File: config.mk
export PLATFORM = sky130hd
export DESIGN_NAME = occupancy_monitor
export DESIGN_NICKNAME = d
export VERILOG_FILES = /design/src/logic/buffer_geom_pkg.sv /design/src/logic/buffer_ctrl_pkg.sv /design/src/logic/occupancy_monitor.sv
export SDC_FILE = /design/constraint.sdc
export NUM_CORES = 1
export LEC_CHECK = 0
export ABC_AREA = 1
export BUFFER_PORTS_ARGS = -buffer_cell sky130_fd_sc_hd__buf_2
export CELL_PAD_IN_SITES_DETAIL_PLACEMENT = 0
export CELL_PAD_IN_SITES_GLOBAL_PLACEMENT = 2
export CORE_ASPECT_RATIO = 1.4
export CORE_MARGIN = 5
export CORE_UTILIZATION = 24
export DETAILED_ROUTE_END_ITERATION = 8
export MAX_ROUTING_LAYER = met4
export PLACE_DENSITY = 0.82
export SYNTH_ARGS = -nofsm -noshare
export SYNTH_HDL_FRONTEND = slang
export SYNTH_SLANG_ARGS = --single-unit
export TNS_END_PERCENT = 50
File: constraint.sdc
create_clock -name ti_clk -period 3 [get_ports ti_clk]
set_input_delay 0.6 -clock ti_clk [delete_from_list [all_inputs] [get_ports ti_clk]]
set_output_delay 0.6 -clock ti_clk [all_outputs]
set_load 0.1 [all_outputs]
File: src/logic/buffer_geom_pkg.sv
`default_nettype none

package buffer_geom_pkg;

	// data widths on either side of the packer
	typedef logic [15:0] sample_t;
	typedef logic [31:0] word_t;

	////////////////////
	// buffer sizes
	////////////////////

	// input ring counts samples, output ring counts words
	localparam int IN_DEPTH_SAMPLES = 64;
	localparam int OUT_DEPTH_WORDS = 64;
	localparam int MEM_DEPTH_WORDS = 256;
	localparam int IN_PTR_W = $clog2(IN_DEPTH_SAMPLES);
	localparam int OUT_PTR_W = $clog2(OUT_DEPTH_WORDS);

	// longest transfer the mover does in one go
	localparam int BURST_WORDS = 4;
	// output level at which the host may fetch a block
	localparam int BLOCK_WORDS = 16;

	// bulk memory word address, wraps at the top
	typedef logic [7:0] mem_addr_t;
	// level counts, one bit wider than the pointers so full fits
	typedef logic [6:0] in_count_t;
	typedef logic [6:0] out_count_t;
	// words held in bulk memory
	typedef logic [15:0] mem_count_t;
	// total sample count reported to the host
	typedef logic [31:0] occupancy_t;

endpackage

`default_nettype wire

File: src/logic/buffer_ctrl_pkg.sv
`default_nettype none

package buffer_ctrl_pkg;

	////////////////////
	// mover FSM
	////////////////////

	// write bursts fill memory, read bursts empty it into the output ring
	// read_drain catches the word still coming back from the RAM
	typedef enum logic [1:0] {
		IDLE,
		WRITE_BURST,
		READ_BURST,
		READ_DRAIN
	} mover_state_e;

	////////////////////
	// memory port
	////////////////////

	typedef enum logic [1:0] {
		MEM_NOP,
		MEM_WRITE,
		MEM_READ
	} mem_op_e;

	// one command per cycle, 42 bits
	typedef struct packed {
		mem_op_e op;
		buffer_geom_pkg::mem_addr_t addr;
		buffer_geom_pkg::word_t wdata;
	} mem_cmd_t;

	// levels gathered for the occupancy count, 30 bits
	// in_count is in samples, the other two in 32-bit words
	typedef struct packed {
		buffer_geom_pkg::mem_count_t mem_words;
		buffer_geom_pkg::in_count_t in_count;
		buffer_geom_pkg::out_count_t out_count;
	} level_snapshot_t;

endpackage

`default_nettype wire

File: src/logic/occupancy_monitor.sv
`timescale 1ns/100ps
`default_nettype none

module occupancy_monitor (
	input wire ti_clk,
	input wire rst,
	input wire buffer_ctrl_pkg::level_snapshot_t levels,
	output buffer_geom_pkg::occupancy_t num_words
);

	buffer_geom_pkg::occupancy_t mem_samples;
	buffer_geom_pkg::occupancy_t out_samples;
	buffer_geom_pkg::occupancy_t in_samples;

	// every level converted to 16-bit samples
	// memory term comes from the stored count, so a full RAM is not seen as empty
	assign mem_samples = buffer_geom_pkg::occupancy_t'(levels.mem_words) << 1;
	assign out_samples = buffer_geom_pkg::occupancy_t'(levels.out_count) << 1;
	// input ring is already in samples, lone sample included
	assign in_samples = buffer_geom_pkg::occupancy_t'(levels.in_count);

	// registered sum, lags level changes by a cycle
	// words in flight from RAM to the output ring drop out briefly
	always_ff @(posedge ti_clk) begin
		if (rst) begin
			num_words <= '0;
		end else begin
			num_words <= mem_samples + out_samples + in_samples;
		end
	end

endmodule

`default_nettype wire

; ---- Word-level counts from Yosys, hierarchy flattened
; Index checks and enable logic that the tools add are counted.
[totals]
reg_bits = 32
inputBits = 32
wordCells = 3
[classes]
add_sub_neg = 2
[ops]
columns = cell, count
row1 = 18-bit by 7-bit adder with 19-bit output, 1
row2 = 17-bit by 8-bit adder with 18-bit output, 1

; ---- Longest topological paths before layout
[logic_depth]
word_depth = 2
depth_mapped = 14
ltp_nobuf = 14

; ---- Least setup slack after synthesis
; Ideal clock, no wire load.
[synth_path]
path_kind = in2reg
start = input port levels[1] (netlist name)
end = register num_words[10]
setup_time_ns = 0.115
arrival_time_ns = 2.289
t_required_ns = 2.885
setup_slack_ns = 0.596
path_stages = 11
path_cell_list = fa_1 > ha_1 > inv_1 > fa_1 > inv_1 > nand3_1 > nand3_1 > nand2_1 > nand2_1 > xnor2_1 > nor2_1
[synth_between]
elab_chain_len = 2
[synth_lines]
columns = item, line
row1 = "start, declared", occupancy_monitor.sv:7  ; input wire buffer_ctrl_pkg::level_snapshot_t levels,
row2 = 17-bit by 8-bit adder with 18-bit output, occupancy_monitor.sv:28  ; num_words <= mem_samples + out_samples + in_samples;
row3 = 18-bit by 7-bit adder with 19-bit output, occupancy_monitor.sv:28
row4 = "end signal, assigned", occupancy_monitor.sv:28
row5 = "end, declared", occupancy_monitor.sv:8  ; output buffer_geom_pkg::occupancy_t num_words
; No other way between the ends.
; A chain may end at the register's enable or synchronous reset.

; ---- Worst setup path in the final report
[layout_path]
start = input port levels[1] (netlist name)
end = register num_words[14]
; Same word-level chain as after synthesis.

==> results by group <==
Timing
  • Final slew viol count: 0
  • # setup viols final: 0
  • Final TNS setup: 0 ns
  • Final hold vios: 0
  • Min Hold Slack: approximately 0.55 ns
  • Min cycle time layout: roughly 2.4 ns
  • Fmax: 420 MHz
  • Final period utilization: 79.4%
  • RSZ-0062 raised after global routing: false

Floorplanning
  • Die Span X: 73.2 um
  • Die area: approximately 7000 sq um
  • # rows: 32
  • Starting Density: 24.4%
  • Core ar.: about 5500 sq um
  • Num ports: 64
  • Die height: between 90 and 100 um

Logic synthesis
  • Synth top area share: 26.9%
  • Synth Area in Compound Gates: 6.35%
  • Seq/Total Area, Yosys: 26.9%
  • Synth Area in Adders: 17.9%
  • Synth Cell Area: 1340 sq um
  • Ys flop type: dfxtp_1
  • Post-Synth XOR/XNOR Area: 1.31%
  • Mapped Avg Cell Area: 7.28 sq um
  • Warnings, synthesis: 0
  • Post-synth EDFFs: 0
  • Mux cell area share after synthesis: 0%
  • Ranking of synthesized cells by area: dfxtp_1, nand2_1, fa_1
  • Synth unique cells: 27
  • Synth area leader: dfxtp_1
  • Largest family of logic cells by synthesized area: simple AND/OR/NAND/NOR gates
  • Post-Synth Simple-Gate Area: a little under a third
  • Cell count after synthesis: 184
  • FF+latch count, synth: 18
  • Synth async-reset ratio: 0%

Global route
  • Largest net degree at the start of global routing: 11
  • Total GRT Usage: 9.14%
  • Antenna violations before repair: 0
  • Gr ovfl total: 0
  • Vias in the first global route: roughly 1,200
  • First-pass GRT wire length: about 5.1 mm

Drt
  • Mean number of vias per cell: 3.97
  • Post-route ant nets: 0
  • Final WL: 3.17 mm
  • Number of detailed-routing iterations run before antenna repair: 4
  • Initial DRC Count: 16
  • Wire per inst: 10.5 um
  • Via count: 1,199
  • Residual DRC: 0

Hold path
  • Min-delay worst type: input port to register
  • Hold path endpoint: num_words[0]$_SDFF_PP0_
  • Hold_sp: levels[7]
  • Hold Path Depth: 3

Clock network
  • Setup repair bufs after CTS: 0
  • CTS H-tree lvls: 1
  • CTS tree: built
  • Root Driver: clkbuf_8
  • Clk sink count: 18
  • CTS Hold Bufs: 0
  • Resize count post-CTS: 0
  • Reg clk slew, reported paths: 0.07 ns
  • TritonCTS Buffers: 3
  • Max Buffers Root-to-Sink: 2

Layout
  • End-of-flow core utilization: 30.0%
  • Largest Register: num_words
  • Final net count: 283
  • Layout cells sized above 1: 26.9%
  • Leading cell type in the layout, fill and taps excluded: buf_2
  • Multi-input gate area: between 800 and 900 sq um
  • Area occupied by registers: 360 sq um
  • # fillers: about 620
  • Antenna Diode Count: 0
  • Largest regs: num_words: 18 flops
  • Layout area overhead: 22.7%
  • Most frequent cells in the layout: buf_2, nand2_1, inv_1
  • Max reg flops: 18

Run
  • Maxcap violations: 0

Power
  • Standby leakage power: 0.912 nW
  • Cell Pwr Density: ~600 nW/um^2
  • Worst vdd ir: 0.000180 V
  • Power after layout: 0.000982 W

Placement
  • Post-DP HPWL: 2.72 mm
  • # port buffers: 49
  • Global placer's final weighted congestion: between 0.7 and 0.8

Critical path
  • Crit-path max FO: 3
  • Crit. End Element: register
  • CP Class: input port to register
  • Crit start category: input port
  • CP required: between 3 and 4 ns
  • Worst Path Arrival: 2.53 ns

Status
  • Status: completed
## critical path, cell delays in order
cell and delay (ns):
buf_2 0.11, fa_1 0.54, ha_1 0.21, inv_1 0.07, fa_1 0.39, inv_1 0.09, nand3_1 0.07, nand3_1 0.11
nand2_1 0.06, nand2_1 0.11, nand3_1 0.09, nand2_1 0.06, nor2_1 0.04
## worst max path at each step
stage / startpoint / endpoint / slack (ns) / cells after the start
floorplan: levels[1] / num_words[10]$_SDFF_PP0_ / 0.60 / 11
global placement: levels[1] / num_words[14]$_SDFF_PP0_ / 0.37 / 13
detailed placement: levels[1] / num_words[10]$_SDFF_PP0_ / 0.34 / 12
CTS: levels[1] / num_words[14]$_SDFF_PP0_ / 0.60 / 13
global route: levels[1] / num_words[14]$_SDFF_PP0_ / 0.49 / 13
finish: levels[1] / num_words[14]$_SDFF_PP0_ / 0.62 / 13
## metrics by stage
stage | worst slack (ns) | instance area [sq um] | instances
2_1_floorplan | 0.596 | 1390 | 197
3_3_place_gp | 0.375 | 1600 | 299
3_5_place_dp | 0.341 | 1600 | 299
4_1_cts | 0.604 | 1640 | 302
5_1_grt | 0.493 | 1640 | 302
6_report | 0.618 | 1640 | 302
## area by class of cell
| type | count | share of cell area (%) |
|---|---|---|
| Timing Repair Buffer | 49 | 14.9 |
| Inverter | 28 | 6.39 |
| Sequential cell | 18 | 21.9 |
| Tap cell | 68 | 5.18 |
| Clock buffer | 3 | 2.51 |
| Multi-Input combinational cell | 136 | 49.1 |
## cell families (layout without fill, tap and decap cells)
kind of cell	count (synthesis)	in the layout
flops	18	18
fa+ha+maj	15	15
xor+xnor	2	2
other cells	1	14
buf+inv	43	80
simple gates	89	89
compound gates	16	16
## synth_stat cells, drive strengths merged, types with 2 or more instances
cell type  instances
a21oi             10
buf               15
clkinv             2
dfxtp             18
fa                 7
ha                 8
inv               26
nand2             43
nand3             12
nand4              2
nor2              28
o21ai              4
## power by group
group | switching, W | internal [W] | leakage [nW]
sequential | 0.00000653 | 0.000268 | 0.150
clock | 0.0000838 | 0.0000893 | 0.0216
combinational | 0.000430 | 0.000105 | 0.740
total | 0.000520 | 0.000462 | 0.912
## per-layer routing
| layer | vias up | part of all wire (%) | track usage [%] | wire length, um |
|---|---|---|---|---|
| li1 | 636 | - | - | - |
| met1 | 516 | 38 | 9.88 | 1220 |
| met2 | 42 | 52 | 16.3 | 1630 |
| met3 | 5 | 8.0 | 1.43 | 253 |
| met4 | 0 | 1.9 | 3.41 | 61 |
| met5 | - | 0 | - | 0 |
No activity file was read; power rests on OpenSTA's default activity.
