## src/logic/buffer_geom_pkg.sv

```systemverilog
`default_nettype none

package buffer_geom_pkg;

	// data widths on either side of the packer
	typedef logic [15:0] sample_t;
	typedef logic [31:0] word_t;

	////////////////////
	// buffer sizes
	////////////////////

	// input ring counts samples, output ring counts words
	localparam int IN_DEPTH_SAMPLES = 64;
	localparam int OUT_DEPTH_WORDS = 64;
	localparam int MEM_DEPTH_WORDS = 256;
	localparam int IN_PTR_W = $clog2(IN_DEPTH_SAMPLES);
	localparam int OUT_PTR_W = $clog2(OUT_DEPTH_WORDS);

	// longest transfer the mover does in one go
	localparam int BURST_WORDS = 4;
	// output level at which the host may fetch a block
	localparam int BLOCK_WORDS = 16;

	// bulk memory word address, wraps at the top
	typedef logic [7:0] mem_addr_t;
	// level counts, one bit wider than the pointers so full fits
	typedef logic [6:0] in_count_t;
	typedef logic [6:0] out_count_t;
	// words held in bulk memory
	typedef logic [15:0] mem_count_t;
	// total sample count reported to the host
	typedef logic [31:0] occupancy_t;

endpackage

`default_nettype wire

```

## src/logic/sample_pack_fifo.sv

```systemverilog
`timescale 1ns/100ps
`default_nettype none

module sample_pack_fifo (
	input wire ti_clk,
	input wire rst,
	input wire wr_en,
	input wire buffer_geom_pkg::sample_t din,
	input wire rd_en,
	output buffer_geom_pkg::word_t dout,
	output buffer_geom_pkg::in_count_t word_count,
	output buffer_geom_pkg::in_count_t sample_count
);

	// sample storage
	buffer_geom_pkg::sample_t ring [buffer_geom_pkg::IN_DEPTH_SAMPLES];
	logic [buffer_geom_pkg::IN_PTR_W-1:0] wr_ptr;
	logic [buffer_geom_pkg::IN_PTR_W-1:0] rd_ptr;
	logic wr_ok;
	logic rd_ok;

	// writes into a full ring are lost
	assign wr_ok = wr_en &&
		(sample_count != buffer_geom_pkg::in_count_t'(buffer_geom_pkg::IN_DEPTH_SAMPLES));
	// a pop takes a whole pair, never a lone sample
	assign rd_ok = rd_en && (word_count != '0);

	always_ff @(posedge ti_clk) begin
		if (wr_ok) begin
			ring[wr_ptr] <= din;
		end
	end

	always_ff @(posedge ti_clk) begin
		if (rst) begin
			wr_ptr <= '0;
			rd_ptr <= '0;
			sample_count <= '0;
		end else begin
			if (wr_ok) begin
				wr_ptr <= wr_ptr + 1'b1;
			end
			if (rd_ok) begin
				rd_ptr <= rd_ptr + 2'd2;
			end
			// push and pop may land in the same cycle
			sample_count <= sample_count
				+ buffer_geom_pkg::in_count_t'(wr_ok)
				- (rd_ok ? buffer_geom_pkg::in_count_t'(2) : buffer_geom_pkg::in_count_t'(0));
		end
	end

	// head pair shown without a register
	// older sample goes to the upper half
	assign dout = {ring[rd_ptr], ring[rd_ptr + 1'b1]};

	// an odd trailing sample stays in sample_count but not here
	assign word_count = sample_count >> 1;

endmodule

`default_nettype wire

```

## config.mk

```make
export PLATFORM = sky130hd
export DESIGN_NAME = sample_pack_fifo
export DESIGN_NICKNAME = d
export VERILOG_FILES = /design/src/logic/buffer_geom_pkg.sv /design/src/logic/sample_pack_fifo.sv
export SDC_FILE = /design/constraint.sdc
export NUM_CORES = 1
export LEC_CHECK = 0
export BUFFER_PORTS_ARGS = -buffer_cell sky130_fd_sc_hd__buf_2
export CORE_MARGIN = 8
export CORE_UTILIZATION = 51
export CTS_BUF_LIST = sky130_fd_sc_hd__clkbuf_16
export CTS_CLUSTER_SIZE = 12
export DETAILED_ROUTE_END_ITERATION = 7
export PLACE_DENSITY = 0.75
export SYNTH_ARGS = -nofsm -noshare
export SYNTH_HDL_FRONTEND = slang
export SYNTH_SLANG_ARGS = --single-unit
```

## constraint.sdc

```tcl
create_clock -name ti_clk -period 2.9 [get_ports ti_clk]
set_input_delay 0.145 -clock ti_clk [delete_from_list [all_inputs] [get_ports ti_clk]]
set_output_delay 0.145 -clock ti_clk [all_outputs]
set_load 0.02 [all_outputs]
```

# Word-level counts from Yosys, hierarchy flattened
# Memories as Yosys holds them, arrays and structs flattened. A register that Yosys moved wholly into a read port is not among the register bits.
# Index checks and enable logic that the tools add are counted.
[totals]
elab_cells = 18
memories = 1
ram_bits = 1024
output_inout_bits = 46
in_bits = 20
reg_bits = 19
[memory_table]
columns = ["memory", "depth", "word_bits", "rd", "rd_clocked_by_memory_dff", "wr", "line_no", "text"]
rows = [
  ["ring", 64, 16, 2, 1, 1, "sample_pack_fifo.sv:16", "buffer_geom_pkg::sample_t ring [buffer_geom_pkg::IN_DEPTH_SAMPLES];"],
]
[op_classes]
n_addsub = 5
mux = 5
n_reduce_logical = 3
n_eq_ne = 1
[ops]
columns = ["operator", "n"]
rows = [
  ["adder 6 x 1 -> 6 bit (second input constant)", 2],
  ["2-to-1 mux 6 bit", 2],
  ["adder 7 x 1 -> 7 bit", 1],
  ["inequality test 7 bit (second input constant)", 1],
  ["nonzero test 7 bit", 1],
  ["subtractor 7 x 2 -> 7 bit", 1],
  ["adder 6 x 2 -> 6 bit (second input constant)", 1],
  ["logical AND 1 bit", 2],
  ["2-to-1 mux 1 bit", 2],
  ["2-to-1 mux 2 bit", 1],
]

# Longest topological paths before layout
[depth]
depth_word = 4
ltp_mapped = 12
depth_no_buf = 12

# Worst setup path after synthesis
# No wires, ideal clock.
[synth_path]
path_kind = "reg-to-reg"
startpoint = "register sample_count[2]"
endpoint = "memory ring[57][0] in the netlist's numbering, enable pin"
stages_incl_launch_ff = 8
arrival_ns = 2.620
period_less_slack_ns = 3.008
setup_slack_ns = -0.108
setup_time_ns = 0.389
n_path_buf = 1
required_time_ns = 2.511
path_cell_list = "dfxtp_1 inv_1 ha_1 nand4b_1 o21ai_1 or4b_2 clkbuf_1 nor2_1"
[synth_via]
elab_chain_len = 4
[synth_rtl]
columns = ["element", "line_no", "text"]
rows = [
  ["start, declared", "sample_pack_fifo.sv:12", "output buffer_geom_pkg::in_count_t sample_count"],
  ["start signal, assigned", "sample_pack_fifo.sv:47", "sample_count <= sample_count"],
  ["inequality test 7 bit", "sample_pack_fifo.sv:24", "(sample_count != buffer_geom_pkg::in_count_t'(buffer_geom_pkg::IN_DEPTH_SAMPLES));"],
  ["logical AND 1 bit", "sample_pack_fifo.sv:23", "assign wr_ok = wr_en &&"],
  ["2-to-1 mux 1 bit", "sample_pack_fifo.sv:29", "if (wr_ok) begin"],
  ["2-to-1 mux 1 bit (not written as such)", "sample_pack_fifo.sv:30", "ring[wr_ptr] <= din;"],
  ["end, declared", "sample_pack_fifo.sv:16", ""],
]
# No other way between the ends.

# Final worst setup path
[layout_path]
startpoint = "register rd_ptr[1] in the netlist's numbering"
endpoint = "output port dout[9]"
[layout_via]
elab_chain_len = 2
[layout_rtl]
columns = ["element", "line_no", "text"]
rows = [
  ["start, declared", "sample_pack_fifo.sv:18", "logic [buffer_geom_pkg::IN_PTR_W-1:0] rd_ptr;"],
  ["start signal, assigned", "sample_pack_fifo.sv:44", "rd_ptr <= rd_ptr + 2'd2;"],
  ["adder 6 x 1 -> 6 bit", "sample_pack_fifo.sv:55", "assign dout = {ring[rd_ptr], ring[rd_ptr + 1'b1]};"],
  ["memory (64 x 16 bit)", "n/a", ""],
  ["end, declared", "sample_pack_fifo.sv:10", "output buffer_geom_pkg::word_t dout,"],
]
# No other way between the ends.

==> summary.md <==
| Metric | Value |
|---|---|
| Status | `complete, but fails checks` |
| Violated checks | `setup timing` |
| Post-route cell area | `46980 sq um` |
| Endpoints failing setup | `9` |
| Post-synthesis instance total | `around 2000` |
| Slew Viols, Final | `0` |
| Dpl hpwl | `about 58000 um` |
| Fin crit share | `102.4%` |
| Critical path endpoint category | `output pin` |
| Via count | `approximately 21000` |
| Sink Count | `~1000` |
| Seq/Total Area, Yosys | `between 70% and 80%` |
| Leakage | `about 15 nW` |
| Synth top cells by count | `1024 x edfxtp_1, 194 x mux2i_1, 148 x mux4_2` |
| Placer Congestion | `0.8186` |
| Met2 routed WL | `around 48000 um` |
| Post-synth EDFFs | `between 1000 and 1500` |
| H-tree depth | `3` |
| Final Hold Viols | `0` |
| Ys Warns | `0` |
| Via/cell ratio | `around 6.3` |
| Area share of the largest cell type after synthesis | `approximately 76%` |
| Placed Area | `43040 sq um` |
| Power per cell area | `around 740 nW/um^2` |
| Clock slew at reported path FFs | `0.06 ns` |
| Peak VDD IR | `~0.00065 V` |
| Worst-skew pair later-pin latency | `approximately 0.66 ns` |
| Fraction of layout cells with a size suffix above 1 | `a little over a quarter` |
| Rows | `~100` |
| CTS tree | `yes` |
| Total GRT Usage | `between 20% and 30%` |
| Filler cell count | `roughly 5300` |
| Tmin final | `2.969 ns` |
| Top post-synthesis cells by area | `edfxtp_1 76%, mux4_2 8.2%, mux2i_1 4.8%, a22oi_1 2.1%, dfxtp_1 1.1%` |
| Critical path data required time | `about 2.8 ns` |
| Setup WS pre-CTS | `about 0.22 ns` |
| Largest net degree at the start of global routing | `65` |
| FF+latch count, synth | `about 1000` |
| Vias in the first global route | `20890` |
| Core area | `78740 sq um` |
| Slew headroom | `roughly 14%` |
| DIE AREA | `~90000 sq um` |
| Crit Path Max Fanout | `7` |
| Max clock buf depth | `3` |
| Uppermost layer routed | `met5` |
| Post-layout util | `around three fifths` |
| R2r setup slk | `roughly 0.17 ns` |
| Drt drc | `0` |
| Die Y-Extent | `a little under 300 um` |
| Clock root cell | `clkbuf_16` |
| Iteration-0 DRC Markers | `about 2600` |
| CP Launch Type | `flip-flop` |
| Syn nets | `approximately 2000` |
| Met1 WL | `about 38000 um` |
| Clock Skews | `around 0.031 ns` |
| Post-route ant nets | `0` |
| Synth cell types | `53` |
| Routed wl met3 | `about 8000 um` |
| Max-Cap Viols | `0` |
| Worst Slack Setup Final | `-0.06887 ns` |
| Area Growth Syn to Fin | `16.15%` |
| CTS buffer count | `roughly 100` |
| RSZ-0062 raised after global routing | `yes` |
| Congestion Overflow GR | `0` |
| Crit path DAT | `between 2 and 3 ns` |
| Ys flop type | `edfxtp_1` |
| Syn_area_per_cell | `a little over 20 sq um` |
| Post-synth top area cell | `edfxtp_1` |
| Nets | `2243` |
| Top Ports | `66` |
| Peak Freq | `roughly 0.34 GHz` |
| Routed wire per std cell | `roughly 29 um` |
| Hold Path Class | `input pin to flip-flop` |
| Slew @ Worst Pin | `between 1 and 1.5 ns` |
| Die X | `roughly 300 um` |
| Initial Util | `51.36%` |
| Initial antenna violation count | `1` |
| DRT Pass-1 Iters | `5` |
| Final wirelength | `97120 um` |
| Count leader, synth | `edfxtp_1` |
| Post-Syn Area | `roughly 40000 sq um` |
| # port buffers | `64` |
| Asr flop ratio synth | `0%` |
| First-pass GRT wire length | `139200 um` |
| Setup CP Type | `flip-flop to output pin` |
-- path summary, 6_finish.rpt --
| check | start | to | depth (start not counted) |
|---|---|---|---|
| setup / recovery | rd_ptr[1] | dout[9] | 7 |
| hold / removal | din[14] | ring[21][14] | 1 |
| setup reg to reg | sample_count[2] | ring[41][5] | 7 |
| hold reg to reg | rd_ptr[2] | rd_ptr[2] | 2 |
-- report_power, final --
group | total [mW] | switching, mW | internal, mW
sequential | 16.9 | 0.147 | 16.8
combinational | 6.20 | 3.34 | 2.86
clock | 11.7 | 5.25 | 6.41
-- critical path, cell delays in order, from the launching register on --
cell and delay, ns:
dfxtp_4 0.46, buf_12 0.20, mux4_2 0.56, a22o_1 0.25
a2111oi_4 0.27, buf_4 0.19, a21oi_1 0.07, buf_2 0.19
-- stage by stage --
| step | power [mW] | std cells | setup TNS, ns | hold WS, ns |
|---|---|---|---|---|
| floorplan | 20.73 | 1973 | -26.37 | 0.2439 |
| global placement | 22.42 | 3115 | 0 | 0.4883 |
| detailed placement | 22.54 | 3115 | 0 | 0.5055 |
| CTS | 34.45 | 3302 | -0.7205 | 0.1025 |
| global route | 35.74 | 3313 | -0.9470 | 0.1132 |
| finish | 34.78 | 3315 | -0.2619 | 0.1047 |
-- logic make-up after synthesis --
| group | count (synthesis) | share of synthesized area (%) |
|---|---|---|
| AO/OA/AOI/OAI | 228 | 4.337 |
| XOR/XNOR | 8 | 0.1733 |
| buffers and inverters | 136 | 1.742 |
| other | 1 | 0.009272 |
| adder cells (fa/ha/maj) | 14 | 0.4331 |
| AND/OR/NAND/NOR | 185 | 2.311 |
| flip-flops | 1047 | 77.17 |
| multiplexers | 354 | 13.82 |
-- what timing repair did --
item,in CTS,in global routing
setup buffers,23,9
setup endpoints to repair,32,26
hold endpoints to repair,34,0
gates resized for setup,45,71
pin swaps,12,17
cloned,2,5
hold buffers,5,0
-- state kept, by name, summed over array words and instances, names as in the netlist, named ones only --
register,flops
rd_ptr,5
ring,1024
sample_count,7
wr_ptr,6
-- cell usage in the layout, fill, tap and decap left out, types with 17 or more instances in the layout --
master,instances
buf_6,17
a22oi_1,99
mux2i_1,193
nand3_1,37
inv_1,45
buf_4,134
nor2_1,78
a21oi_2,22
mux4_2,155
edfxtp_1,1024
buf_12,37
nand4_1,17
dfxtp_1,18
buf_2,54
clkbuf_16,107
-- layout make-up --
class,count,area (sq um),area share (%)
multi-input combinational,790,8990,19.14
sequential,1047,31230,66.47
clock inverter,54,277.8,0.5913
timing repair buffer,258,2544,5.415
inverter,11,41.29,0.08790
clock buffer,103,2577,5.487
tap,1050,1314,2.797
antenna,2,5.005,0.01065
-- layer usage --
metal | vias up | track usage [%]
li1 | 8647 | -
met1 | 10780 | 28.45
met2 | 1118 | 34.53
met3 | 181 | 3.651
met4 | 2 | 7.602
met5 | - | 0
No activity file was read; power rests on OpenSTA's default activity.
