### config.mk
export PLATFORM = sky130hd
export DESIGN_NAME = burst_mover
export DESIGN_NICKNAME = d
export VERILOG_FILES = /design/src/logic/buffer_geom_pkg.sv /design/src/logic/buffer_ctrl_pkg.sv /design/src/logic/burst_mover.sv
export SDC_FILE = /design/constraint.sdc
export NUM_CORES = 1
export LEC_CHECK = 0
export BUFFER_PORTS_ARGS = -buffer_cell sky130_fd_sc_hd__buf_2
export CORE_MARGIN = 5
export CORE_UTILIZATION = 42
export DETAILED_ROUTE_END_ITERATION = 10
export PLACE_DENSITY = 0.78
export SLEW_MARGIN = 25
export SYNTH_ARGS = -nofsm -noshare
export SYNTH_HDL_FRONTEND = slang
export SYNTH_SLANG_ARGS = --single-unit
### constraint.sdc
create_clock -name ti_clk -period 3.04 [get_ports ti_clk]
set_clock_uncertainty 0.2 [all_clocks]
set_input_delay 0.608 -clock ti_clk [delete_from_list [all_inputs] [get_ports ti_clk]]
set_output_delay 0.608 -clock ti_clk [all_outputs]
set_load 0.01 [all_outputs]
### src/logic/buffer_geom_pkg.sv
`default_nettype none

package buffer_geom_pkg;

	// data widths on either side of the packer
	typedef logic [15:0] sample_t;
	typedef logic [31:0] word_t;

	////////////////////
	// buffer sizes
	////////////////////

	// input ring counts samples, output ring counts words
	localparam int IN_DEPTH_SAMPLES = 64;
	localparam int OUT_DEPTH_WORDS = 64;
	localparam int MEM_DEPTH_WORDS = 256;
	localparam int IN_PTR_W = $clog2(IN_DEPTH_SAMPLES);
	localparam int OUT_PTR_W = $clog2(OUT_DEPTH_WORDS);

	// longest transfer the mover does in one go
	localparam int BURST_WORDS = 4;
	// output level at which the host may fetch a block
	localparam int BLOCK_WORDS = 16;

	// bulk memory word address, wraps at the top
	typedef logic [7:0] mem_addr_t;
	// level counts, one bit wider than the pointers so full fits
	typedef logic [6:0] in_count_t;
	typedef logic [6:0] out_count_t;
	// words held in bulk memory
	typedef logic [15:0] mem_count_t;
	// total sample count reported to the host
	typedef logic [31:0] occupancy_t;

endpackage

`default_nettype wire

### src/logic/buffer_ctrl_pkg.sv
`default_nettype none

package buffer_ctrl_pkg;

	////////////////////
	// mover FSM
	////////////////////

	// write bursts fill memory, read bursts empty it into the output ring
	// read_drain catches the word still coming back from the RAM
	typedef enum logic [1:0] {
		IDLE,
		WRITE_BURST,
		READ_BURST,
		READ_DRAIN
	} mover_state_e;

	////////////////////
	// memory port
	////////////////////

	typedef enum logic [1:0] {
		MEM_NOP,
		MEM_WRITE,
		MEM_READ
	} mem_op_e;

	// one command per cycle, 42 bits
	typedef struct packed {
		mem_op_e op;
		buffer_geom_pkg::mem_addr_t addr;
		buffer_geom_pkg::word_t wdata;
	} mem_cmd_t;

	// levels gathered for the occupancy count, 30 bits
	// in_count is in samples, the other two in 32-bit words
	typedef struct packed {
		buffer_geom_pkg::mem_count_t mem_words;
		buffer_geom_pkg::in_count_t in_count;
		buffer_geom_pkg::out_count_t out_count;
	} level_snapshot_t;

endpackage

`default_nettype wire

### src/logic/burst_mover.sv
`timescale 1ns/100ps
`default_nettype none

module burst_mover (
	input wire ti_clk,
	input wire rst,
	input wire buffer_geom_pkg::word_t in_word,
	input wire buffer_geom_pkg::in_count_t in_word_count,
	input wire buffer_geom_pkg::out_count_t out_free_count,
	input wire buffer_geom_pkg::word_t mem_rdata,
	output logic in_rd_en,
	output buffer_ctrl_pkg::mem_cmd_t mem_cmd,
	output logic out_wr_en,
	output buffer_geom_pkg::word_t out_wdata,
	output buffer_geom_pkg::mem_count_t mem_words
);

	buffer_ctrl_pkg::mover_state_e state;
	// words left in the running burst
	buffer_geom_pkg::in_count_t burst_left;
	// circular pointers into bulk memory
	buffer_geom_pkg::mem_addr_t wr_addr;
	buffer_geom_pkg::mem_addr_t rd_addr;
	// last burst was a write, used for alternation
	logic wrote_last;
	logic can_write;
	logic can_read;
	logic start_write;
	buffer_geom_pkg::in_count_t write_len;
	buffer_geom_pkg::in_count_t read_len;

	////////////////////
	// burst decision
	////////////////////

	// at least one packed word waiting upstream
	assign can_write = (in_word_count != '0);
	// data stored and room downstream for a full burst
	assign can_read = (mem_words != '0) &&
		(out_free_count >= buffer_geom_pkg::out_count_t'(buffer_geom_pkg::BURST_WORDS));
	// when both are possible take turns, write wins after reset
	assign start_write = can_write && (!can_read || !wrote_last);

	// burst length is clamped to what is available
	assign write_len = (in_word_count >= buffer_geom_pkg::in_count_t'(buffer_geom_pkg::BURST_WORDS))
		? buffer_geom_pkg::in_count_t'(buffer_geom_pkg::BURST_WORDS)
		: in_word_count;
	assign read_len = (mem_words >= buffer_geom_pkg::mem_count_t'(buffer_geom_pkg::BURST_WORDS))
		? buffer_geom_pkg::in_count_t'(buffer_geom_pkg::BURST_WORDS)
		: buffer_geom_pkg::in_count_t'(mem_words);

	////////////////////
	// memory command
	////////////////////

	// pop the input head in the same cycle it is written to RAM
	assign in_rd_en = (state == buffer_ctrl_pkg::WRITE_BURST);

	always_comb begin
		mem_cmd.op = buffer_ctrl_pkg::MEM_NOP;
		mem_cmd.addr = wr_addr;
		mem_cmd.wdata = in_word;
		case (state)
			buffer_ctrl_pkg::WRITE_BURST: begin
				mem_cmd.op = buffer_ctrl_pkg::MEM_WRITE;
			end
			buffer_ctrl_pkg::READ_BURST: begin
				mem_cmd.op = buffer_ctrl_pkg::MEM_READ;
				mem_cmd.addr = rd_addr;
			end
			default: begin
			end
		endcase
	end

	// RAM data is valid the cycle after the read, pass it straight on
	assign out_wdata = mem_rdata;

	////////////////////
	// FSM and pointers
	////////////////////

	always_ff @(posedge ti_clk) begin
		if (rst) begin
			state <= buffer_ctrl_pkg::IDLE;
			burst_left <= '0;
			wr_addr <= '0;
			rd_addr <= '0;
			mem_words <= '0;
			wrote_last <= 1'b0;
			out_wr_en <= 1'b0;
		end else begin
			// one output write per read issued last cycle
			out_wr_en <= (state == buffer_ctrl_pkg::READ_BURST);
			case (state)
				buffer_ctrl_pkg::IDLE: begin
					if (start_write) begin
						state <= buffer_ctrl_pkg::WRITE_BURST;
						burst_left <= write_len;
						wrote_last <= 1'b1;
					end else if (can_read) begin
						state <= buffer_ctrl_pkg::READ_BURST;
						burst_left <= read_len;
						wrote_last <= 1'b0;
					end
				end
				buffer_ctrl_pkg::WRITE_BURST: begin
					// address wraps, overflow laps unread data
					wr_addr <= wr_addr + 1'b1;
					mem_words <= mem_words + 1'b1;
					burst_left <= burst_left - 1'b1;
					if (burst_left == buffer_geom_pkg::in_count_t'(1)) begin
						state <= buffer_ctrl_pkg::IDLE;
					end
				end
				buffer_ctrl_pkg::READ_BURST: begin
					rd_addr <= rd_addr + 1'b1;
					mem_words <= mem_words - 1'b1;
					burst_left <= burst_left - 1'b1;
					if (burst_left == buffer_geom_pkg::in_count_t'(1)) begin
						state <= buffer_ctrl_pkg::READ_DRAIN;
					end
				end
				// last word of the burst is forwarded here
				default: begin
					state <= buffer_ctrl_pkg::IDLE;
				end
			endcase
		end
	end

endmodule

`default_nettype wire

======== Word-level counts from Yosys, hierarchy flattened ========
Index checks and enable logic that the tools add are counted.
cells by class
  equal/unequal tests ..................... 6
  add/sub/neg operators ................... 5
  reductions and logical operators ........ 15
  mux-type cells .......................... 15
  $lt $le $gt $ge ......................... 3
operators with widths
  kind                     number
  $pmux W16 S2             1
  $mux W7                  4
  $add A16 B1 Y16 const B  1
  $add A8 B1 Y8 const B    2
  $ge A16 B3 Y1 const B    1
  $reduce_bool A16 Y1      1
  $sub A16 B1 Y16 const B  1
  $ge A7 B3 Y1 const B     2
  $pmux W7 S2              1
  $mux W2                  4
  $mux W8                  1
  $eq A7 B1 Y1 const B     1
  $reduce_bool A7 Y1       1
  $sub A7 B1 Y7 const B    1
  $pmux W2 S3              1
  $reduce_bool A2 Y1       3
  $ne A2 B1 Y1 const B     2
  $pmux W2 S2              1
  $reduce_and A2 Y1        2
  $ne A3 B3 Y1 const B     1
  $reduce_and A3 Y1        1
  $eq A2 B1 Y1 const B     1
  $eq A2 B2 Y1 const B     1
  $logic_and A1 B1 Y1      2
  other kinds (5)          7
storage, ports and cells
  input bits .............................. 80
  register bits ........................... 43

======== Logic depth before layout (Yosys ltp) ========
Gate-level depths: netlist (run 1).
  word-level depth ........................ 7
  mapped depth ............................ 11
  depth with buffers taken out ............ 10

======== Worst setup path after synthesis (run 1) ========
OpenSTA, ideal clock, no wires.
  kind .................................... register to register
  from .................................... register state[0]
  to ...................................... register mem_words[12]
  setup slack ............................. -0.029 ns
  cell stages (with the launch flop) ...... 12
  buffers on the path ..................... 1
  setup time .............................. 0.117 ns
  arrival time ............................ 2.751 ns
  cell sequence ........................... dfxtp_1 > inv_1 > ha_1 > clkbuf_1 > inv_1 > fa_1 > nor2b_1 > o2111ai_1 > a21oi_1 > o21a_1 > o21ai_0 > a32o_1
between the ends
  cells in the longest elaborated chain, start to end .. 2
  elaborated cells on any way between the ends .. 4
  classes of those cells .................. 2 x eq/ne; 1 x mux; 1 x reduce/logical
RTL lines
  what                                                       RTL line            source
  start: declaration                                         burst_mover.sv:18   buffer_ctrl_pkg::mover_state_e state;
  start signal: assignment                                   burst_mover.sv:85   state <= buffer_ctrl_pkg::IDLE;
  start signal: assignment                                   burst_mover.sv:98   state <= buffer_ctrl_pkg::WRITE_BURST;
  start signal: assignment                                   burst_mover.sv:102  state <= buffer_ctrl_pkg::READ_BURST;
  $eq A2 B2 Y1 / $eq A2 B1 Y1 (equally long branches)        burst_mover.sv:95   case (state)
  $pmux W16 S2 / $reduce_bool A2 Y1 (equally long branches)  --
  end signal: assignment                                     burst_mover.sv:110  mem_words <= mem_words + 1'b1;
  end signal: assignment                                     burst_mover.sv:118  mem_words <= mem_words - 1'b1;
  end: declaration                                           burst_mover.sv:15   output buffer_geom_pkg::mem_count_t mem_words
Parallel ways exist; a longest one is shown, timed or not.
A chain may end at the register's enable or synchronous reset.

======== Worst setup path in the final report (run 1) ========
  from .................................... register state[0]
  to ...................................... register mem_words[15]
Same word-level chain as after synthesis.

==> results of run 1 <==
==> final timing paths <==
check                                             endpoint  cells past startpoint
worst max-delay path            mem_words[15]$_SDFFE_PP0N_                      9
worst min-delay path               rd_addr[7]$_SDFFE_PP0P_                      2
worst max register to register  mem_words[15]$_SDFFE_PP0N_                      9
worst min register to register     rd_addr[7]$_SDFFE_PP0P_                      2
==> repair_timing <==
item | 4_1_cts | 5_1_grt
buffers inserted | 0 | 2
endpoints found under the setup margin | 1 | 2
resized for setup | 1 | 1
==> worst max-delay path: stages (launching register included) <==
cell     delay [ps]
dfxtp_1         360
inv_1           100
ha_4            240
ha_1            390
o21ai_0         150
a21oi_1         250
a31oi_2         170
o31ai_2         250
mux2i_1         260
mux2_1          330
==> routing by layer <==
layer	vias to the layer above	track usage [%]	share of wire, %
li1	1267	-	-
met1	1200	18.09	45
met2	79	23.14	47
met3	31	3.717	5.4
met4	0	7.248	2.8
met5	-	0	0
==> Yosys cell counts, types with 3 or more instances <==
master and instances:
buf_4 65, dfxtp_1 43, nor2_1 35, nand2_1 28, a21oi_1 24, ha_1 21
o21ai_0 12, xor2_1 12, inv_1 11, mux2i_1 10, xnor2_1 9, clkbuf_1 8
mux2_2 8, a21o_1 7, nand4_1 7, or3_1 6, nand3_1 5, o21a_1 5
a211oi_1 4, nor4_4 4, a31oi_1 3, and3_1 3, o21ai_1 3
==> layout make-up <==
| type | instances | area [µm²] | share of cell area [%] |
|---|---|---|---|
| Sequential cell | 43 | 860.8 | 26.15 |
| Clock buffer | 5 | 68.82 | 2.090 |
| Multi-Input combinational cell | 254 | 1916 | 58.19 |
| Inverter | 12 | 45.04 | 1.368 |
| Tap cell | 102 | 127.6 | 3.877 |
| Clock inverter | 3 | 23.77 | 0.7222 |
| Timing Repair Buffer | 47 | 250.2 | 7.602 |
==> cell usage in the layout (no fill, tap or decap), types with 4 or more instances in the layout <==
cell type	Yosys	layout
nor2_1	35	35
xnor2_1	9	9
a21o_1	7	7
a211oi_1	4	4
ha_1	21	20
xor2_1	12	12
clkbuf_8	0	5
mux2_2	8	8
a21oi_1	24	23
nand4_1	7	7
nand2_1	28	28
or3_1	6	6
inv_1	11	11
buf_2	1	41
nand3_1	5	5
buf_4	65	6
o21a_1	5	5
dfxtp_1	43	43
nor4_4	4	4
mux2i_1	10	10
o21ai_0	12	12
==> sequential cells by signal, summed over array words and instances (netlist names) <==
name and count:
out_wr_en 1, mem_words 16, state 2, wrote_last 1, burst_left 7, wr_addr 8
rd_addr 8
==> metrics by stage <==
step	std cells	utilization, %	hold WS [ps]
floorplan	386	-	254.7
global placement	456	41.03	264.6
detailed placement	456	41.03	285.5
CTS	464	42.36	297.9
global route	466	42.60	350.6
finish	466	42.60	291.6
==> kinds of logic after synthesis <==
| kind of cell | Yosys count | synth area share, % |
|---|---|---|
| simple gates | 102 | 16.90 |
| compound gates | 90 | 19.89 |
| buf+inv | 89 | 17.53 |
| flops | 43 | 25.72 |
| fa+ha+maj | 22 | 8.449 |
| xor+xnor | 21 | 5.495 |
| mux | 19 | 6.019 |
==> report_power, final <==
| part | switching [mW] | internal, mW | total, mW |
|---|---|---|---|
| combinational | 0.995 | 0.785 | 1.78 |
| clock | 0.220 | 0.165 | 0.384 |
| sequential | 0.190 | 0.705 | 0.895 |
==> results.yml, run 1 <==
worst_hold_path:
  min-delay-path-class: "flop to flop"
  min-delay-start: "rd_addr[7]$_SDFFE_PP0P_"
global_route:
  grt_max_degree: 38
  grt_usage_pct: 14.51
  grt_remaining_overflow: 0
  grt_pass1_vias: 2590
  grt_pass1_wl_um: 12050
  antenna_found_initial: 0
synth:
  yosys_warnings: 0
  synth_top_area_cell: "dfxtp_1"
  synth_top_area_share_pct: 25.72
  ys_ff_latch: 43
  synthesis.instances: 386
  synthTopCellsByArea: "dfxtp_1, buf_4, ha_1, nor2_1, a21oi_1"
  ys_seq_area_share_pct: 25.72
  synth_area_um2: 3347
  synth_edf_count: 0
  syn_nets: 488
  ys_async_sr_fraction_pct: 0
  ys_types: 67
  synth.avg_cell_area_um2: 8.671
  synth_ff_type: "dfxtp_1"
timing:
  worst_pin_slew_ps: 478.9
  period_needed_ps: 2806
  setup-violations-final: 0
  rsz0062_at_grt: "false"
  timing.final.hold_violations: 0
  tns_ps: 0
  slew_headroom_pct: 67.73
  fmax_mhz: 356.4
  fin_crit_sh_pct: 92.29
  final.setup.worst_slack_ps: 234.3
  drv_slew: 0
run:
  drv_cap: 0
routing:
  antenna_left: 0
  dr.pass1.iters: 4
  vias_per_cell: 5.530
  drc: 0
  vias: 2577
  wire_per_inst_um: 14.96
  finalWirelength_um: 6973
  drtIter0Drc: 107
place:
  placed_area_um2: 3171
  place_congestion: 0.8973
  dp_hpwl_um: 5174
  port-buffer-count: 41
  dp_slack_ps: 27.06
clock_network:
  clock_sinks: 43
  insertion_delay_ps: 300
  cts.path.max_buffers: 2
  numCtsBuffers: 5
  cts_max_level: 2
  root_buffer: "clkbuf_8"
  cts_tree: "yes"
  clk_pin_slew_ps: 90
  ctsHoldBuffers: 0
worst_setup_path:
  crit_required_ps: 3040
  worst-setup-path-type: "flop to flop"
  start_kind: "flop"
  critPathArrivalTime_ps: 2800
  crit_start: "state[0]$_SDFFE_PP0P_"
  worstReg2RegStart: "state[0]$_SDFFE_PP0P_"
  timing.reg2reg.setup_slack_ps: 230
  cp-end-kind: "flop"
  cp_max_fo: 16
pwr:
  ir_drop_mv: 0.5155
  p_per_area_nw_per_um2: 929.6
  p_leak_nw: 1.420
  power.total_mw: 3.060
floorplanning:
  rows: 32
  start_util_pct: 43.31
  die_h_um: 99.27
  core_area_um2: 7727
  io_pins: 172
  die_x_um: 99.27
  dieArea_um2: 9855
final_layout:
  area_growth_pct: -1.645
  fillers: 750
  diodes: 0
  drive_above_1_share_pct: 23.08
  finalInstanceArea_um2: 3292
  nets: 465
outcome:
  outcome: "finished, final reports clean"
(Power assumes the default switching activity.)
==> run 2: changes to the inputs <==
Settings changed: RECOVER_POWER from default to 100.
==> run 2 against run 1 <==
Cell count unchanged. Sequential share of layout area rose by 0.67 points. Critical endpoint unchanged. Core utilization fell by 1.1 points. Worst hold slack better by 1.2 ps. Flip-flop and latch count unchanged. Largest cell class unchanged.
==> results.yml, run 2 (synthesis results as in run 1) <==
outcome:
  outcome: "finished, final reports clean"
final_layout:
  top_register: "mem_words"
  seq_area_um2: 860.8
  largest_reg_flops: 16
  fillers: 771
  diodes: 0
  area_growth_pct: -4.112
  reg_top3: "mem_words (16), rd_addr (8), wr_addr (8)"
  finalInstanceArea_um2: 3209
  final_common_cell: "dfxtp_1"
  final_cells: 466
  drive_above_1_share_pct: 14.01
  final_cell_mix: "dfxtp_1, nor2_1, nand2_1, clkbuf_1, a21oi_1"
  nets: 465
  multi_input_area_um2: 1868
clock_network:
  cts.path.max_buffers: 2
  clk_pin_slew_ps: 90
  clock_sinks: 43
  cts_max_level: 2
  root_buffer: "clkbuf_8"
  insertion_delay_ps: 300
  numCtsBuffers: 5
  cts_tree: "yes"
worst_setup_path:
  critPathArrivalTime_ps: 2800
  start_kind: "flop"
  worst-setup-path-type: "flop to flop"
  reg2reg_depth: 9
  cp_max_fo: 16
  cp-end-kind: "flop"
  crit_required_ps: 3040
floorplanning:
  die_h_um: 99.27
  io_pins: 172
  start_util_pct: 43.31
  core_area_um2: 7727
  dieArea_um2: 9855
  rows: 32
  die_x_um: 99.27
timing:
  rsz0062_at_grt: "false"
  final.setup.worst_slack_ps: 234.3
  setup-violations-final: 0
  period_needed_ps: 2806
  drv_slew: 0
  tns_ps: 0
  worst_pin_slew_ps: 632.0
  slew_headroom_pct: 57.48
  fin_crit_sh_pct: 92.29
  timing.final.hold_violations: 0
  fmax_mhz: 356.4
place:
  dp_hpwl_um: 5174
  place_congestion: 0.8973
  placed_area_um2: 3171
  dp_cells: 456
  dp_slack_ps: 27.06
  port-buffer-count: 41
pwr:
  switchingPower_mw: 1.369
  p_leak_nw: 1.287
  power.total_mw: 2.935
  p_int_mw: 1.566
  swShare_pct: 46.66
  p_clk_share_pct: 13.2
  seq_power_share_pct: 30.2
  comb_power_share_pct: 56.6
  ir_drop_mv: 0.4593
  p_per_area_nw_per_um2: 914.5
run:
  drv_cap: 0
global_route:
  grt_max_degree: 38
  grt_pass1_wl_um: 12050
  antenna_found_initial: 0
  grt_pass1_vias: 2590
  grt_remaining_overflow: 0
  grt_usage_pct: 14.51
routing:
  antenna_left: 0
  vias: 2581
  drtIter0Drc: 89
  dr.pass1.iters: 4
  drc: 0
  wire_per_inst_um: 15.03
  vias_per_cell: 5.539
  finalWirelength_um: 7006
worst_hold_path:
  min_path_cells: 2
  min-delay-path-class: "flop to flop"
## run 2: worst paths after layout
kind,startpoint,to,slack (ps)
worst max-delay path,state[0]$_SDFFE_PP0P_,mem_words[15]$_SDFFE_PP0N_,230
worst min-delay path,rd_addr[7]$_SDFFE_PP0P_,rd_addr[7]$_SDFFE_PP0P_,290
worst max register to register,state[0]$_SDFFE_PP0P_,mem_words[15]$_SDFFE_PP0N_,230
worst min register to register,rd_addr[7]$_SDFFE_PP0P_,rd_addr[7]$_SDFFE_PP0P_,290
## run 2: repair_timing
item	4_1_cts	5_1_grt
setup buffers	0	2
hold buffers	0	0
pin swaps	0	0
gates resized for setup	1	1
endpoints found under the setup margin	1	2
endpoints found under the hold margin	0	0
## run 2: layer usage
metal,track usage (%),part of all wire [%]
met3,3.717,4.8
met2,23.14,46
met1,18.09,46
met4,7.248,2.7
met5,0,0
## run 2: power by group through the flow
stage	combinational [mW]	sequential (mW)	clock, mW
detailed placement	1.75	0.907	0
CTS	1.78	0.895	0.401
finish	1.66	0.886	0.386
global route	1.83	0.913	0.423
floorplan	1.46	0.892	0
global placement	1.70	0.900	0
## run 2: metrics by stage
stage               util [%]  hold slack (ps)
CTS                    42.36            297.9
global route           41.53            350.3
floorplan                  -            254.7
global placement       41.03            264.6
finish                 41.53            292.8
detailed placement     41.03            285.5
## run 2: worst max-delay path: stages, from the launching register on
cell and delay [ps]:
dfxtp_1 360, inv_1 100, ha_4 240, ha_1 390, o21ai_0 150, a21oi_1 250, a31oi_2 170, o31ai_2 250
mux2i_1 270, mux2_1 340
## run 2: layout make-up
cell class                 instances  area share [%]
multi-input combinational        254           58.21
sequential                        43           26.82
timing repair buffer              47           6.706
tap                              102           3.977
clock buffer                       5           2.144
inverter                          12           1.404
clock inverter                     3          0.7407
==> run 3: changes to the inputs <==
Settings changed: CORE_ASPECT_RATIO from default to 0.7.
==> run 3 against run 2 <==
Core utilization up 0.59 points. Clock power up 62%. Sequential power rose by 0.5%. Fmax is 1.2% lower. Critical endpoint unchanged. Largest power group unchanged. Highest routed layer unchanged.
==> results.yml, run 3 (synthesis results as in run 1) <==
run:
  drv_cap: 0
timing:
  drv_slew: 0
  fmax_mhz: 352.2
  period_needed_ps: 2839
  setup-violations-final: 0
  slew_headroom_pct: 53.42
  tns_ps: 0
  worst_pin_slew_ps: 692.3
  rsz0062_at_grt: "false"
  fin_crit_sh_pct: 93.40
  timing.final.hold_violations: 0
final_layout:
  final_cell_mix: "dfxtp_1, nor2_1, nand2_1, clkbuf_1, a21oi_1"
  diodes: 0
  largest_reg_flops: 16
  finalInstanceArea_um2: 3287
  area_growth_pct: -1.794
  multi_input_area_um2: 1868
  nets: 465
  fillers: 767
  drive_above_1_share_pct: 14.01
  seq_area_um2: 860.8
  top_register: "mem_words"
  final_common_cell: "dfxtp_1"
  reg_top3: "mem_words (16), rd_addr (8), wr_addr (8)"
place:
  dp_hpwl_um: 5401
  placed_area_um2: 3177
  place_congestion: 0.8178
  port-buffer-count: 41
routing:
  drc: 0
  dr.pass1.iters: 4
  wire_per_inst_um: 16.01
  antenna_left: 0
  vias: 2587
  drtIter0Drc: 182
  vias_per_cell: 5.563
  finalWirelength_um: 7446
global_route:
  busiest_layer: "met2"
  grt_pass1_wl_um: 12170
  gr-usage-met3_pct: 5.548
  met1_usage_pct: 19.76
  antenna_found_initial: 0
  grt_remaining_overflow: 0
  grt_pass1_vias: 2533
  gr-usage-met2_pct: 23.03
  grt_max_degree: 38
  grt_usage_pct: 14.99
worst_setup_path:
  crit_required_ps: 3020
  worst-setup-path-type: "flop to flop"
  cp-end-kind: "flop"
  critPathArrivalTime_ps: 2820
  cp_max_fo: 14
  start_kind: "flop"
clock_network:
  cts_tree: "yes"
  root_buffer: "clkbuf_16"
  insertion_delay_ps: 290
  clk_pin_slew_ps: 70
  clock_sinks: 43
  numCtsBuffers: 5
  cts_max_level: 2
  cts.path.max_buffers: 2
  ctsHoldBuffers: 0
outcome:
  outcome: "finished, final reports clean"
floorplanning:
  die_x_um: 116.7
  die_h_um: 84.69
  io_pins: 172
  core_area_um2: 7804
  rows: 27
  start_util_pct: 42.89
  dieArea_um2: 9882
pwr:
  p_per_area_nw_per_um2: 971.8
  ir_drop_mv: 0.5278
  p_leak_nw: 1.324
worst_hold_path:
  min-delay-path-class: "flop to flop"
-- run 3: cell types whose count changed in the layout (fill, tap and decap cells not counted) --
cell | before | now
clkbuf_16 | 0 | 5
o21ai_0 | 12 | 13
clkbuf_8 | 5 | 0
and2_0 | 0 | 1
o21ai_1 | 3 | 2
bufinv_16 | 0 | 1
clkinvlp_4 | 2 | 1
and2_1 | 2 | 1
-- run 3: final cells by class --
cell class | count | share of cell area [%]
clock inverter | 3 | 1.408
multi-input combinational | 254 | 56.83
sequential | 43 | 26.19
timing repair buffer | 47 | 6.547
inverter | 12 | 1.370
clock buffer | 5 | 3.807
tap | 101 | 3.845
-- run 3: final timing paths --
kind                           startpoint                         end  slack (ps)  depth (start not counted)
setup reg to reg    state[0]$_SDFFE_PP0P_  mem_words[15]$_SDFFE_PP0N_         200                          9
setup / recovery    state[0]$_SDFFE_PP0P_  mem_words[15]$_SDFFE_PP0N_         200                          9
hold reg to reg   rd_addr[7]$_SDFFE_PP0P_     rd_addr[7]$_SDFFE_PP0P_         310                          2
hold / removal    rd_addr[7]$_SDFFE_PP0P_     rd_addr[7]$_SDFFE_PP0P_         310                          2
-- run 3: stage by stage --
step	std cells	total power, mW	setup WS, ps	hold WS, ps	utilization [%]
2_1_floorplan	386	2.354	120.4	254.7	-
3_3_place_gp	456	2.602	100.9	262.7	40.71
3_5_place_dp	456	2.669	33.48	299.4	40.71
4_1_cts	464	3.327	142.0	308.1	43.03
5_1_grt	465	3.430	13.28	333.9	42.12
6_report	465	3.194	200.5	305.5	42.12
-- run 3: worst max-delay path, stage by stage, from the launching register on --
cell	delay [ps]
dfxtp_1	350
inv_1	90
ha_4	230
ha_1	370
and2_0	240
a221o_1	330
a31oi_2	260
o31ai_2	100
mux2i_1	230
mux2_1	330
-- run 3: power by group --
part	total [mW]	leakage (nW)	switching (mW)	internal (mW)
Sequential	0.890	0.350	0.184	0.706
Combinational	1.68	0.894	0.984	0.695
Clock	0.625	0.0804	0.235	0.390
Total	3.19	1.32	1.40	1.79
-- run 3: timing repair --
action | in CTS | in global routing
endpoints found under the hold margin | 0 | 0
resized for setup | 1 | 1
setup endpoints to repair | 1 | 2
setup buffers | 0 | 1
gates cloned | 0 | 0
-- run 3: per-layer routing --
layer  wire (µm)  vias to the layer above
met1        3429                     1205
met3         495                       19
met2        3403                       96
met5           0                        -
met4         118                        0
li1            -                     1267
